<file path="src/rob_params.svh">
// Reorder buffer sizing macros: entry count, data width, result width, register count
`default_nettype none

`ifndef ROB_PARAMS_SVH
`define ROB_PARAMS_SVH

// Number of reorder buffer entries, power of two
`define ROB_ENTRIES 8

// Bits per entry, same as one vector register
`define ROB_DATA_W 128

// Result beat width, two 32-bit elements
`define ROB_RES_W 64

// Architectural vector registers
`define VREG_COUNT 32

`endif

`default_nettype wire

</file>
<file path="src/rob_pkg.sv">
// Reorder buffer package: vector typedefs and the SEW and LMUL enums
`include "rob_params.svh"
`default_nettype none

package rob_pkg;

  // ==================================================
  // Element width and register grouping
  // ==================================================
  typedef enum logic [1:0] {
    SEW8  = 2'd0,
    SEW16 = 2'd1,
    SEW32 = 2'd2
  } sew_t;

  // Group size sets how far the tail moves per allocation
  typedef enum logic [1:0] {
    LMUL1 = 2'd0,
    LMUL2 = 2'd1,
    LMUL4 = 2'd2
  } lmul_t;

  // ==================================================
  // Vector widths
  // ==================================================
  // Pointer carries one extra wrap bit above the index
  typedef logic [$clog2(`ROB_ENTRIES):0]   rob_ptr_t;
  typedef logic [$clog2(`ROB_ENTRIES)-1:0] rob_idx_t;
  typedef logic [$clog2(`VREG_COUNT)-1:0]  vreg_t;
  typedef logic [`ROB_DATA_W-1:0]          vdata_t;
  // One enable per byte of an entry
  typedef logic [`ROB_DATA_W/8-1:0]        byte_ena_t;
  typedef logic [`ROB_RES_W-1:0]           res_data_t;
  // Element position inside one instruction
  typedef logic [6:0]                      elem_off_t;
  typedef logic [7:0]                      vl_t;

endpackage

`default_nettype wire

</file>
<file path="src/rob_entry_locator.sv">
// Result beat placement: target entry, destination register, byte lane, fill and last status
`timescale 1ns/1ps
`default_nettype none

module rob_entry_locator (
  input  wire rob_pkg::rob_idx_t  res_index,
  input  wire rob_pkg::elem_off_t res_woffset,
  input  wire rob_pkg::vl_t       res_vl,
  input  wire rob_pkg::sew_t      res_sew,
  input  wire rob_pkg::vreg_t     res_vd,
  input  wire logic [1:0]         res_wen,
  output rob_pkg::rob_idx_t       entry_sel,
  output rob_pkg::vreg_t          vd_sel,
  output logic [3:0]              lane_byte,
  output logic                    fill_done,
  output logic                    last_beat,
  output logic [1:0]              elem_wen
);
  import rob_pkg::*;

  // Registers into the group, woffset divided by elements per entry
  elem_off_t  quot;
  // woffset + 2 with headroom for the compare against vl
  logic [8:0] off_plus2;
  // Beat holds only one live element
  logic       odd_tail;

  assign off_plus2 = {2'b00, res_woffset} + 9'd2;
  assign odd_tail  = ({1'b0, res_woffset} + 8'd1) == res_vl;

  // ==================================================
  // Divide and modulo by elements per entry
  // ==================================================
  always_comb begin
    case (res_sew)
      SEW8: begin
        // 16 elements per entry
        quot      = res_woffset >> 4;
        lane_byte = res_woffset[3:0];
        fill_done = (off_plus2[3:0] == 4'd0);
      end
      SEW16: begin
        // 8 elements, 2 bytes each
        quot      = res_woffset >> 3;
        lane_byte = {res_woffset[2:0], 1'b0};
        fill_done = (off_plus2[2:0] == 3'd0);
      end
      default: begin
        // SEW32, 4 elements, 4 bytes each
        quot      = res_woffset >> 2;
        lane_byte = {res_woffset[1:0], 2'b00};
        fill_done = (off_plus2[1:0] == 2'd0);
      end
    endcase
  end

  // Entry index wraps around the buffer
  assign entry_sel = res_index + quot[$bits(rob_idx_t)-1:0];
  assign vd_sel    = res_vd + quot[$bits(vreg_t)-1:0];

  // Final beat once the pair reaches vl
  assign last_beat = off_plus2 >= {1'b0, res_vl};

  // Second element dropped past the end of the vector
  assign elem_wen = {res_wen[1] & ~odd_tail, res_wen[0]};

endmodule

`default_nettype wire

</file>
<file path="config.mk">
export PLATFORM = sky130hd
export DESIGN_NAME = rob_entry_locator
export DESIGN_NICKNAME = d
export VERILOG_FILES = /design/src/rob_pkg.sv /design/src/rob_entry_locator.sv
export VERILOG_INCLUDE_DIRS = /design/src
export SDC_FILE = /design/constraint.sdc
export NUM_CORES = 1
export LEC_CHECK = 0
export BUFFER_PORTS_ARGS = -buffer_cell sky130_fd_sc_hd__buf_4
export CORE_MARGIN = 2
export CORE_UTILIZATION = 44
export DETAILED_ROUTE_END_ITERATION = 7
export PLACE_DENSITY_LB_ADDON = 0.3
export RECOVER_POWER = 100
export SETUP_SLACK_MARGIN = 0.05
export SYNTH_ARGS = -nofsm -noshare
export SYNTH_HDL_FRONTEND = slang
export SYNTH_SLANG_ARGS = --single-unit
</file>
<file path="constraint.sdc">
create_clock -name vclk -period 1.7
set_input_delay 0.085 -clock vclk [all_inputs]
set_output_delay 0.085 -clock vclk [all_outputs]
set_load 0.01 [all_outputs]
</file>
==> results of run 1 <==
==> stage by stage <==
stage	total power (W)	cells	utilization (%)	area (um^2)	setup TNS [ns]
2_1_floorplan	0.0002302	118	-	865.8	0
6_report	0.0004835	191	79.16	1411	0
5_1_grt	0.0005280	191	79.16	1411	-0.1720
3_3_place_gp	0.0004030	188	69.61	1241	0
3_5_place_dp	0.0004124	188	69.61	1241	-0.05679
4_1_cts	0.0004379	190	72.35	1290	0
==> power groups by stage <==
stage | registers [W] | clock network (W) | logic (W)
final | 0 | 0 | 0.000484
after global routing | 0 | 0 | 0.000528
after CTS | 0 | 0 | 0.000438
after detailed placement | 0 | 0 | 0.000412
after global placement | 0 | 0 | 0.000403
after floorplan | 0 | 0 | 0.000230
==> Yosys cell counts (all sizes together) (3+ instances only) <==
cell type and number:
xor2 4, a21oi 6, a21o 3, nand3 7, mux2i 6, o21ai 9, xnor2 15, nand2 14
nor2 3, inv 15, ha 17, buf 4
==> final cells by class <==
class / instances / area, um^2 / area share [%]
Multi-Input combinational cell: 97 / 892.1 / 63.21
Tap cell: 25 / 31.28 / 2.216
Inverter: 15 / 56.30 / 3.989
Timing Repair Buffer: 54 / 431.7 / 30.59
==> cell families (layout without fill, tap and decap cells) <==
| group | after synthesis | count (layout) |
|---|---|---|
| xor gates and xnor gates | 19 | 19 |
| AOI/OAI and AO/OA | 22 | 22 |
| muxes | 6 | 6 |
| buffers and inverters | 21 | 69 |
| adders and majority gates | 19 | 19 |
| and+or+nand+nor | 31 | 31 |
==> metal layers <==
layer  share of wire, %  routed length (um)  track usage, %
met1                 43                1054           24.45
met2                 52                1274           35.26
met3                4.9                 120               0
met4                  0                   0               0
met5                  0                   0               0
==> worst max path at each step <==
stage	endpoint	slack, ns	cells after the start
after detailed placement	last_beat	-0.03	10
after CTS	vd_sel[4]	0.01	11
after floorplan	vd_sel[4]	0.06	10
after global routing	vd_sel[4]	-0.09	11
final	vd_sel[4]	0.03	11
after global placement	last_beat	0.007	10
==> what timing repair did <==
item | in CTS | in global routing
endpoints found under the setup margin | 5 | 6
cloned | 0 | 0
gates resized for setup | 8 | 25
pin swaps | 11 | 15
buffers inserted | 2 | 1
==> impl_metrics.json, run 1 <==
{
  "seq_area_um2": 0,
  "syn_inst": 118,
  "grt_util_all_layers_pct": 18.43,
  "critPathLaunchType": "primary input",
  "nFlopsAndLatches": 0,
  "antenna_left": 0,
  "cp_top_family": "adder cells",
  "power_frac_clock_pct": 0,
  "p_switching_w": 0.0002223,
  "drc": 0,
  "grt_max_degree": 17,
  "die_w_um": 48.17,
  "synth_compound_area_share_pct": 16.03,
  "dp_slack_ns": -0.02578,
  "fin_crit_ns": 1.674,
  "cp-startpoint": "res_sew[0]",
  "critPathKind": "in2out",
  "finalHoldViolCount": 0,
  "routed_via_density": 5.115,
  "grt_pass1_wl_mm": 3.229,
  "cp.required_ns": 1.62,
  "relSlewSlack_pct": 79.90,
  "dr.first_iter.drc_count": 6,
  "synthesis.area_um2": 858.3,
  "path_buf_inv": 4,
  "syn_to_final_growth_pct": 64.43,
  "synth-simple-area-share_pct": 17.35,
  "synth_fa_ha_area_share_pct": 29.45,
  "grt_antenna_before_repair": 0,
  "cp_common_cell": "inv_2",
  "path_cells": "buf_8 -> mux2i_1 -> o21ai_1 -> ha_2 -> inv_2 -> fa_2 -> inv_2 -> a21o_1 -> a21oi_2 -> xnor2_1 -> buf_4",
  "route.vias.total": 977,
  "final_cell_mix": "buf_4 (43), nand2_1 (13), inv_1 (12), xnor2_1 (12), ha_1 (12)",
  "worst_slack_ns": 0.02583,
  "period_share_pct": 98.48,
  "rsz0062_at_grt": "yes",
  "p_comb_share_pct": 100.0,
  "crit_slowest_cell": "fa_2",
  "intPower_w": 0.0002613,
  "hold_class": "in2out",
  "nNetsFinal": 214,
  "status": "finished, final reports clean",
  "swShare_pct": 45.97,
  "routabilityCongestion": 0.8606,
  "dieHeight_um": 48.17,
  "crit_fanout": 4,
  "port_buffers": 41,
  "synthMuxAreaShare_pct": 6.997,
  "arrival_ns": 1.59,
  "core_region_area_um2": 1783,
  "final_common_cell": "buf_4",
  "synth_nets": 164,
  "maxSlewViolCount": 0,
  "grt_pass1_vias": 823,
  "power_density_nw_per_um2": 342.6,
  "cp_slowest_stage_delay_ns": 0.34,
  "finalSetupViolCount": 0,
  "max_freq_mhz": 597.3,
  "drt_pass1_iterations": 4,
  "syn-mean-instance-area_um2": 7.274,
  "seqPwrFrac_pct": 0,
  "hpwl_mm": 1.854,
  "ys_top_cells_by_area": "ha_1 (25%), xnor2_1 (15%), mux2i_1 (7.0%)",
  "synth_xor_area_share_pct": 19.39,
  "irDropWorstVdd_mv": 0.2199,
  "start_util_pct": 48.14,
  "holdWs_ns": 0.1701,
  "end_kind": "output pin",
  "wl_mm": 2.448,
  "p_leak_nw": 0.7102,
  "nClkBuffers": 0,
  "maxCapViolations": 0,
  "whs_endpoint": "elem_wen[0]",
  "synth_top_area_cell": "ha_1",
  "synth_warnings": 0,
  "final_layout_size_suffix_gt1_share_pct": 43.98,
  "nFillCells": 120,
  "synth_top_family_by_area": "adder cells",
  "io_pins": 43,
  "die_area_um2": 2320,
  "antenna_cells": 0,
  "num_rows": 15,
  "postCtsHoldBufs": 0,
  "synth_top_cell_area_share_pct": 24.78,
  "wire_per_inst_um": 12.82,
  "grt_overflow": 0,
  "synth-seq-area-share_pct": 0,
  "hold_start": "res_wen[0]",
  "worst_pin_slew_ns": 0.3005,
  "worstHoldPathCells": 0,
  "synth_cell_types": 26
}
Power figures use the tool's default switching activity.
==> inputs of run 2 (changes only) <==
--- a/config.mk
+++ b/config.mk
@@ -7,8 +7,10 @@
 export NUM_CORES = 1
 export LEC_CHECK = 0
 export BUFFER_PORTS_ARGS = -buffer_cell sky130_fd_sc_hd__buf_4
+export CELL_PAD_IN_SITES_DETAIL_PLACEMENT = 2
+export CELL_PAD_IN_SITES_GLOBAL_PLACEMENT = 2
 export CORE_MARGIN = 2
-export CORE_UTILIZATION = 44
+export CORE_UTILIZATION = 23
 export DETAILED_ROUTE_END_ITERATION = 7
 export PLACE_DENSITY_LB_ADDON = 0.3
 export RECOVER_POWER = 100
==> run 2 against run 1 <==
Against the previous run:
- design area grew 6.0%
- setup slack gained 0.027 ns
- non-clock buffer count grew 5
- combinational power grew 4.8%
- via count grew 3.0%
- power grew 4.8%
- count of clock-buffer cells in the layout is the same
- die area grew 83%
==> impl_metrics.json, run 2 (synthesized netlist as in run 1, its figures left out) <==
{
  "worst_pin_slew_ns": 0.3466,
  "port_buffers": 41,
  "hpwl_mm": 2.548,
  "arrival_ns": 1.56,
  "end_kind": "output pin",
  "seq_area_um2": 0,
  "crit_fanout": 4,
  "io_pins": 43,
  "drc": 0,
  "maxCapViolations": 0,
  "grt_pass1_wl_mm": 4.968,
  "routed_via_density": 4.594,
  "p_comb_share_pct": 100.0,
  "final_layout_size_suffix_gt1_share_pct": 48.54,
  "fin_crit_ns": 1.647,
  "grt_max_degree": 12,
  "power_frac_clock_pct": 0,
  "grt_antenna_before_repair": 0,
  "antenna_left": 0,
  "start_util_pct": 23.62,
  "wire_per_inst_um": 14.36,
  "tns_ns": 0,
  "max_freq_mhz": 607.1,
  "p_leak_nw": 0.7526,
  "num_rows": 22,
  "rsz0062_at_grt": "yes",
  "grt_pass1_vias": 1130,
  "dr.first_iter.drc_count": 4,
  "cp.required_ns": 1.62,
  "maxSlewViolCount": 0,
  "relSlewSlack_pct": 76.82,
  "finalPower_w": 0.0005067,
  "final_common_cell": "buf_4",
  "syn_to_final_growth_pct": 74.34,
  "power_density_nw_per_um2": 338.6,
  "nFlopsAndLatches": 0,
  "nClkBuffers": 0,
  "period_share_pct": 96.89,
  "grt_util_all_layers_pct": 14.38,
  "antenna_cells": 0,
  "final_cell_mix": "buf_4 (50), nand2_1 (13), inv_1 (12), ha_1 (12), xnor2_1 (9)",
  "grt_overflow": 0,
  "nNetsFinal": 219,
  "die_area_um2": 4237,
  "die_w_um": 65.09,
  "critPathLaunchType": "primary input",
  "core_region_area_um2": 3633,
  "critPathKind": "in2out",
  "seqPwrFrac_pct": 0,
  "status": "finished, final reports clean",
  "holdWs_ns": 0.1701,
  "p_switching_w": 0.0002348,
  "intPower_w": 0.0002719,
  "drt_pass1_iterations": 4,
  "swShare_pct": 46.33,
  "wl_mm": 3.145,
  "stdcell_count": 219,
  "hold_class": "in2out",
  "irDropWorstVdd_mv": 0.1154,
  "route.vias.total": 1006,
  "routabilityCongestion": 0.6973,
  "finalHoldViolCount": 0,
  "dp_cells": 216,
  "dieHeight_um": 65.09,
  "finalSetupViolCount": 0
}
[run 2: metal layers]
metal	vias up	global-route usage [%]	part of all wire [%]
li1	503	-	-
met1	482	15.87	39
met2	21	31.31	57
met3	0	0.6849	3.2
met4	0	0	0
met5	-	0	0
[run 2: worst max-delay path, cell delays in order]
cell,delay (ns)
buf_8,0.10
mux2i_1,0.12
o21ai_2,0.17
ha_2,0.21
inv_2,0.04
fa_2,0.34
inv_2,0.05
a21o_1,0.11
a21oi_2,0.05
xnor2_1,0.13
buf_4,0.14
[run 2: per-stage QoR]
| stage | utilization (%) | worst slack (ns) | cell area, um^2 |
|---|---|---|---|
| after global routing | 41.18 | -0.08249 | 1496 |
| after CTS | 38.67 | -0.01875 | 1405 |
| after floorplan | - | 0.06424 | 865.8 |
| after global placement | 35.98 | -0.02930 | 1308 |
| after detailed placement | 35.98 | -0.06301 | 1308 |
| final | 41.18 | 0.05289 | 1496 |
[run 2: what timing repair did]
item | 4_1_cts | 5_1_grt
resized for setup | 19 | 16
endpoints found under the setup margin | 6 | 6
setup buffers | 3 | 0
hold buffers | 0 | 0
pin swaps | 13 | 10
[run 2: path summary, 6_finish.rpt]
path	cells past startpoint	endpoint	from
worst min-delay path	0	elem_wen[0]	res_wen[0]
worst max-delay path	11	vd_sel[4]	res_sew[0]
[run 2: layout make-up]
type	instances	area [um^2]
Fill cell	426	2137
Inverter	15	58.81
Multi-Input combinational cell	97	912.1
Tap cell	48	60.06
Timing Repair Buffer	59	465.4
[run 2: power groups by stage]
stage / sequential (W) / clock [W] / combinational [W]
2_1_floorplan: 0 / 0 / 0.000230
3_3_place_gp: 0 / 0 / 0.000422
3_5_place_dp: 0 / 0 / 0.000439
4_1_cts: 0 / 0 / 0.000479
5_1_grt: 0 / 0 / 0.000557
6_report: 0 / 0 / 0.000507
