--- src/rob_params.svh ---
// Reorder buffer sizing macros: entry count, data width, result width, register count
`default_nettype none

`ifndef ROB_PARAMS_SVH
`define ROB_PARAMS_SVH

// Number of reorder buffer entries, power of two
`define ROB_ENTRIES 8

// Bits per entry, same as one vector register
`define ROB_DATA_W 128

// Result beat width, two 32-bit elements
`define ROB_RES_W 64

// Architectural vector registers
`define VREG_COUNT 32

`endif

`default_nettype wire

--- src/rob_pkg.sv ---
// Reorder buffer package: vector typedefs and the SEW and LMUL enums
`include "rob_params.svh"
`default_nettype none

package rob_pkg;

  // ==================================================
  // Element width and register grouping
  // ==================================================
  typedef enum logic [1:0] {
    SEW8  = 2'd0,
    SEW16 = 2'd1,
    SEW32 = 2'd2
  } sew_t;

  // Group size sets how far the tail moves per allocation
  typedef enum logic [1:0] {
    LMUL1 = 2'd0,
    LMUL2 = 2'd1,
    LMUL4 = 2'd2
  } lmul_t;

  // ==================================================
  // Vector widths
  // ==================================================
  // Pointer carries one extra wrap bit above the index
  typedef logic [$clog2(`ROB_ENTRIES):0]   rob_ptr_t;
  typedef logic [$clog2(`ROB_ENTRIES)-1:0] rob_idx_t;
  typedef logic [$clog2(`VREG_COUNT)-1:0]  vreg_t;
  typedef logic [`ROB_DATA_W-1:0]          vdata_t;
  // One enable per byte of an entry
  typedef logic [`ROB_DATA_W/8-1:0]        byte_ena_t;
  typedef logic [`ROB_RES_W-1:0]           res_data_t;
  // Element position inside one instruction
  typedef logic [6:0]                      elem_off_t;
  typedef logic [7:0]                      vl_t;

endpackage

`default_nettype wire

--- src/rob_pointers.sv ---
// Reorder buffer head and tail pointers with wrap bit, full flag and flush
`timescale 1ns/1ps
`default_nettype none

module rob_pointers (
  input  wire logic             CLK,
  input  wire logic             nRST,
  input  wire logic             flush,
  input  wire logic             alloc_ena,
  input  wire rob_pkg::lmul_t   lmul,
  input  wire logic             vreg_wen,
  output rob_pkg::rob_idx_t     head_sel,
  output rob_pkg::rob_idx_t     cur_tail,
  output logic                  full
);
  import rob_pkg::*;

  localparam int IDX_W = $bits(rob_idx_t);

  rob_ptr_t head, tail;
  rob_ptr_t next_head, next_tail;
  // Entries claimed by one allocation
  rob_ptr_t step;

  // Index part drives the entry array
  assign head_sel = head[IDX_W-1:0];
  assign cur_tail = tail[IDX_W-1:0];

  // Same index but different lap means every entry is taken
  assign full = (head[IDX_W-1:0] == tail[IDX_W-1:0]) && (head[IDX_W] != tail[IDX_W]);

  // Group size from register grouping
  always_comb begin
    case (lmul)
      LMUL2:   step = rob_ptr_t'(2);
      LMUL4:   step = rob_ptr_t'(4);
      default: step = rob_ptr_t'(1);
    endcase
  end

  // ==================================================
  // Next pointer values, flush has priority
  // ==================================================
  always_comb begin
    next_head = head;
    next_tail = tail;
    if (flush) begin
      next_head = '0;
      next_tail = '0;
    end else begin
      // One entry retires per commit
      if (vreg_wen) begin
        next_head = head + rob_ptr_t'(1);
      end
      // Allocation ignored while full
      if (alloc_ena && !full) begin
        next_tail = tail + step;
      end
    end
  end

  always_ff @(posedge CLK, negedge nRST) begin
    if (!nRST) begin
      head <= '0;
      tail <= '0;
    end else begin
      head <= next_head;
      tail <= next_tail;
    end
  end

endmodule

`default_nettype wire

--- config.mk ---
export PLATFORM = sky130hd
export DESIGN_NAME = rob_pointers
export DESIGN_NICKNAME = d
export VERILOG_FILES = /design/src/rob_pkg.sv /design/src/rob_pointers.sv
export VERILOG_INCLUDE_DIRS = /design/src
export SDC_FILE = /design/constraint.sdc
export NUM_CORES = 1
export LEC_CHECK = 0
export BUFFER_PORTS_ARGS = -buffer_cell sky130_fd_sc_hd__buf_2
export CORE_MARGIN = 3
export CORE_UTILIZATION = 29
export DETAILED_ROUTE_END_ITERATION = 12
export PLACE_DENSITY_LB_ADDON = 0.15
export RECOVER_POWER = 50
export SLEW_MARGIN = 20
export SYNTH_ARGS = -nofsm -noshare
export SYNTH_HDL_FRONTEND = slang
export SYNTH_SLANG_ARGS = --single-unit
--- constraint.sdc ---
create_clock -name CLK -period 1.7 [get_ports CLK]
set_input_delay 0.34 -clock CLK [delete_from_list [all_inputs] [get_ports CLK]]
set_output_delay 0.34 -clock CLK [all_outputs]
set_load 0.03 [all_outputs]
==> results of run 1 <==
-- metal layers --
layer,share of wire,global-route usage
met4,0.011,0.0415
met2,0.43,0.139
met1,0.49,0.111
met5,0,0
met3,0.070,0.0574
-- what timing repair did --
action / in CTS / in global routing
setup endpoints to repair: 1 / 1
resized for setup: 1 / 2
hold endpoints to repair: 8 / 0
setup buffers: 1 / 1
pin swaps: 0 / 1
hold buffers: 1 / 0
-- cells by family (layout without fill, tap and decap cells) --
logic type | Yosys count | in the layout | synth area share
and+or+nand+nor | 11 | 11 | 0.0871
buffers and inverters | 9 | 25 | 0.100
xor gates and xnor gates | 8 | 8 | 0.125
DFF | 8 | 8 | 0.357
adders and majority gates | 7 | 7 | 0.170
AOI/OAI and AO/OA | 5 | 5 | 0.0893
muxes | 4 | 4 | 0.0714
-- registers in the layout, indices dropped and copies added (netlist names) --
name  count
head      4
tail      4
-- through the flow --
step	setup slack (ns)	hold slack, ns
finish	0.0591	0.359
floorplan	0.0496	0.0444
global placement	-0.0955	0.196
global route	-0.0180	0.369
CTS	0.0270	0.362
detailed placement	-0.128	0.196
-- cell usage in the layout, fill, tap and decap left out, types with 2 or more instances in the layout --
cell      Yosys  layout
nor2_1        7       7
inv_1         2       2
clkbuf_4      0       3
buf_2         0      11
ha_1          6       6
xor2_1        6       5
mux2i_1       4       4
dfrtp_1       8       8
buf_4         6       7
a21oi_1       2       2
-- area by class of cell --
cell class	count	area (um^2)	area share
clock buffer	3	22.5	0.0318
inverter	2	7.51	0.0106
tap	25	31.3	0.0442
multi-input combinational	35	325	0.459
timing repair buffer	20	121	0.171
sequential	8	200	0.283
-- power breakdown --
group	leakage, uW	total (uW)	internal (uW)	switching (uW)
logic	0.000268	154	62.9	91.5
clock network	0.0000138	144	80.7	63.0
registers	0.000109	218	204	14.1
total	0.000390	516	348	169
-- path summary, 6_finish.rpt --
path,from,endpoint,cells past startpoint
worst max-delay path,head[2]$_DFFE_PN0P_,full,3
worst min-delay path,flush,head[2]$_DFFE_PN0P_,2
worst min register to register,tail[3]$_DFFE_PN0P_,tail[3]$_DFFE_PN0P_,2
worst max register to register,head[0]$_DFFE_PN0P_,tail[3]$_DFFE_PN0P_,4
min in group asynchronous,nRST,head[2]$_DFFE_PN0P_,2
max in group asynchronous,nRST,head[3]$_DFFE_PN0P_,2
==> results.tsv, run 1 <==
stage	metric	value	unit
outcome	status	finished clean	
pwr	max-vdd-ir-drop	0.320	mV
placement	gp_congestion	0.662	
drt	via_per_inst	4.24	
min_path	min_path_type	input port to register	
synth	async_flop_share	1.00	
layout	final_area	708	um^2
setup_path	end_kind	primary output	
grt	grt_overflow	0	
synth	syn_area	561	um^2
synth	synth.area.top_cells	dfrtp_1 36%, ha_1 13%, xor2_1 9.4%	
die	die_h	50.0	um
placement	numPortBuffers	13	
timing	timing.final.max_slew_violations	0	
clocking	clock_latency	0.25	ns
synth	synth_common_cells	8 x dfrtp_1, 7 x nor2_1, 6 x buf_4, 6 x ha_1, 6 x xor2_1	
synth	synth_cell_types	18	
layout	antenna_cells	0	
setup_path	crit_slowest_cell	dfrtp_1	
setup_path	cpPeakStageDelay	0.40	ns
timing	fin_skew	0.00893	ns
setup_path	path_buf_inv	1	
drt	drt_iter0_drc	5	
die	design.core.area	1780	um^2
synth	yosysMostFrequentCell	dfrtp_1	
clocking	numCtsBuffers	3	
layout	drive_gt1_frac	0.368	
synth	ys.flop_type	dfrtp_1	
synth	synth-seq-area-share	0.357	
setup_path	cp-start-kind	register	
timing	hold_viol	0	
clocking	path_clk_slew	0.06	ns
synth	avgSynthCellArea	10.8	um^2
timing	period_minus_slack	1.64	ns
placement	place_inst	87	
synth	ys_ff_latch	8	
setup_path	critPathMaxFanout	2	
timing	fin_crit_sh	0.965	
die	fp-row-count	15	
setup_path	r2r_slack	0.17	ns
pwr	p_leak	0.000390	uW
layout	postLayoutCoreUtil	0.397	
setup_path	critical_path.top_delay_family	flip-flops	
clocking	h-tree-depth	1	
timing	maxSlewHeadroom	0.702	
grt	grt_pass1_vias	406	
layout	syn_to_final_growth	26.3	%
timing	setup_viol	0	
pwr	powerDensity	729	nW/um^2
die	io_pins	14	
pwr	finalPower	516	uW
synth	synth_top_area_cell	dfrtp_1	
timing	rsz0062_at_grt	true	
synth	synthCells	52	
drt	firstDrtPassIters	3	
grt	antenna_found_initial	0	
die	start_util	0.314	
drt	ant_nets	0	
layout	instances_no_fill	93	
grt	grt_usage	0.0953	
clocking	cts_sinks	8	
timing	fmax	609	MHz
setup_path	crit_type	register to primary output	
drt	wl_per_cell	10.1	um
placement	dp_hpwl	786	um
synth	synth_edf_count	0	
clocking	cts.path.max_buffers	2	
clocking	cts_tree	yes	
drt	vias	394	
layout	n_fill_cell	182	
drt	routed_wl	939	um
timing	setup_tns	0	ns
grt	grt_pass1_wl	1740	um
setup_path	crit_path_cell_trace	xor2_2 > nor4_2 > buf_4	
flow_run	maxCapViolations	0	
clocking	cts-root-buf	clkbuf_4	
die	dieArea	2500	um^2
synth	synth_top_area_share	0.357	
drt	drc	0	
synth	syn_nets	66	
setup_path	crit_required	1.36	ns
layout	nets	84	
grt	grt_max_degree	9	
synth	synth_warnings	0	
timing	tightest_slew	0.445	ns
setup_path	arrival	1.30	ns
placement	dpl_cell_area	644	um^2
die	die_x	50.0	um
Note: power is estimated with default switching activity, not from simulation.
==> inputs of run 2 (changes only) <==
Settings changed: CORE_ASPECT_RATIO set to 0.7, GPL_TIMING_DRIVEN set to 0.
==> run 2 against run 1 <==
Compared with the run above: via count rose by 5.3%; global-route usage rose by 0.40 points; clock power rose by 3%; die area rose by 0.33%; cell area rose by 4.2%; power rose by 5.9%; clock-buffer cell count did not move; first-iteration DRC count did not move; combinational power rose by 14%; sequential share of layout area fell by 0.64 points; largest power group unchanged; highest routed layer unchanged.
==> results.tsv, run 2 (synthesized netlist as in run 1, its figures left out) <==
stage	metric	value	unit	change
timing	setup_viol	0		unchanged
clocking	cts-root-buf	clkbuf_4		unchanged
clocking	cts_tree	yes		unchanged
timing	fin_skew	0.00236	ns	was 0.00893 ns
setup_path	crit_path_cell_trace	xor2_2 > nor4_2 > buf_4		unchanged
clocking	path_clk_slew	0.05	ns	was 0.06 ns
setup_path	reg2reg_depth	6		was 4
clocking	cts_sinks	8		unchanged
drt	drt_iter0_drc	5		unchanged
drt	ant_nets	0		unchanged
setup_path	cp-endpoint	full		unchanged
setup_path	cp-start-kind	register		unchanged
pwr	powerDensity	740	nW/um^2	was 729 nW/um^2
setup_path	crit_slowest_cell	dfrtp_2		was dfrtp_1
setup_path	crit_required	1.36	ns	about the same
pwr	finalPower	547	uW	was 516 uW
clocking	cts.path.max_buffers	2		unchanged
drt	vias	415		was 394
timing	maxSlewHeadroom	0.698		was 0.702
timing	period_minus_slack	1.68	ns	was 1.64 ns
placement	dp_hpwl	788	um	was 786 um
drt	routed_wl	1050	um	was 939 um
clocking	h-tree-depth	1		unchanged
pwr	p_leak	0.000407	uW	was 0.000390 uW
layout	top_regs	head (4), tail (4)		unchanged
setup_path	rr_endpoint	tail[2]$_DFFE_PN0P_		was tail[3]$_DFFE_PN0P_
placement	place_inst	85		was 87
die	design.core.area	1700	um^2	was 1780 um^2
timing	timing.final.max_slew_violations	0		unchanged
layout	drive_gt1_frac	0.438		was 0.368
layout	layout_common_cells	12 x buf_4, 10 x buf_2, 7 x nor2_1		was 11 x buf_2, 8 x dfrtp_1, 7 x nor2_1, 7 x buf_4, 6 x ha_1
layout	nets	89		was 84
flow_run	maxCapViolations	0		unchanged
placement	gp_congestion	0.721		was 0.662
min_path	min_path_type	input port to register		unchanged
layout	instances_no_fill	94		was 93
setup_path	critPathMaxFanout	3		was 2
layout	final_area	738	um^2	was 708 um^2
timing	hold_viol	0		unchanged
grt	grt_overflow	0		unchanged
grt	antenna_found_initial	0		unchanged
die	start_util	0.330		was 0.314
drt	drc	0		unchanged
drt	firstDrtPassIters	2		was 3
placement	dpl_cell_area	653	um^2	was 644 um^2
outcome	status	finished clean		unchanged
die	io_pins	14		unchanged
placement	numPortBuffers	12		was 13
setup_path	r2r_slack	0.09	ns	was 0.17 ns
drt	wl_per_cell	11.2	um	was 10.1 um
clocking	clock_latency	0.26	ns	was 0.25 ns
timing	tightest_slew	0.452	ns	was 0.445 ns
timing	fin_crit_sh	0.987		was 0.965
pwr	max-vdd-ir-drop	0.452	mV	was 0.320 mV
layout	postLayoutCoreUtil	0.435		was 0.397
drt	via_per_inst	4.41		was 4.24
die	dieArea	2500	um^2	about the same
layout	syn_to_final_growth	31.7	%	was 26.3%
grt	grt_usage	0.0992		was 0.0953
setup_path	cpPeakStageDelay	0.43	ns	was 0.40 ns
setup_path	crit_type	register to primary output		unchanged
timing	fmax	596	MHz	was 609 MHz
setup_path	cp-startpoint	head[0]$_DFFE_PN0P_		was head[2]$_DFFE_PN0P_
die	die_x	58.5	um	was 50.0 um
setup_path	end_kind	primary output		unchanged
clocking	numCtsBuffers	3		unchanged
die	fp-row-count	12		was 15
timing	hold_ws	0.408	ns	was 0.359 ns
timing	rsz0062_at_grt	true		unchanged
setup_path	arrival	1.34	ns	was 1.30 ns
setup_path	r2r_start	tail[0]$_DFFE_PN0P_		was head[0]$_DFFE_PN0P_
die	die_h	42.8	um	was 50.0 um
grt	grt_max_degree	9		unchanged
grt	grt_pass1_vias	379		was 406
layout	layout_commonest_cell	buf_4		was buf_2
layout	antenna_cells	0		unchanged
layout	n_fill_cell	178		was 182
grt	grt_pass1_wl	1780	um	was 1740 um
[run 2: area by class of cell]
type	count	area, um^2	share of cell area
clock buffer	3	22.5	0.0305
timing repair buffer	18	109	0.147
sequential	8	204	0.276
multi-input combinational	35	320	0.434
inverter	2	7.51	0.0102
buffer	7	48.8	0.0661
tap	21	26.3	0.0356
[run 2: per-layer routing]
layer	vias up	routed length [um]	track usage
met1	187	560	0.147
met5	-	0	0
met4	0	8	0.0417
met2	12	395	0.102
met3	2	87	0.0669
li1	214	-	-
[run 2: critical path, delay by kind of cell, from the launching register on]
kind | cells | cell delay, ns
xor+xnor | 1 | 0.21
flops | 1 | 0.43
buf+inv | 1 | 0.19
simple gates | 1 | 0.25
[run 2: metrics by stage]
| stage | setup slack [ns] | TNS, ns |
|---|---|---|
| 2_1_floorplan | 0.0496 | 0 |
| 3_3_place_gp | -0.115 | -0.127 |
| 3_5_place_dp | -0.134 | -0.161 |
| 4_1_cts | 0.00762 | 0 |
| 5_1_grt | -0.0660 | -0.0660 |
| 6_report | 0.0221 | 0 |
[run 2: repair_timing]
item | 4_1_cts | 5_1_grt
hold buffers | 1 | 0
endpoints found under the hold margin | 8 | 0
pin swaps | 0 | 1
resized for setup | 2 | 4
endpoints found under the setup margin | 1 | 1
buffers inserted | 1 | 4
cloned | 0 | 0
[run 2: power by group]
group          leakage, uW  switching (uW)  internal, uW
Sequential        0.000104            17.2           205
Clock            0.0000138            67.5          81.0
Combinational     0.000289            95.5          80.2
[run 2: how the worst min path moves through the flow]
stage / startpoint / to / slack, ns / depth (start not counted)
3_5_place_dp: nRST / head[2]$_DFFE_PN0P_ / 0.19 / 1
2_1_floorplan: nRST / head[0]$_DFFE_PN0P_ / 0.04 / 0
3_3_place_gp: nRST / tail[1]$_DFFE_PN0P_ / 0.20 / 1
4_1_cts: vreg_wen / head[0]$_DFFE_PN0P_ / 0.41 / 3
5_1_grt: vreg_wen / head[0]$_DFFE_PN0P_ / 0.43 / 3
6_report: vreg_wen / head[0]$_DFFE_PN0P_ / 0.41 / 3
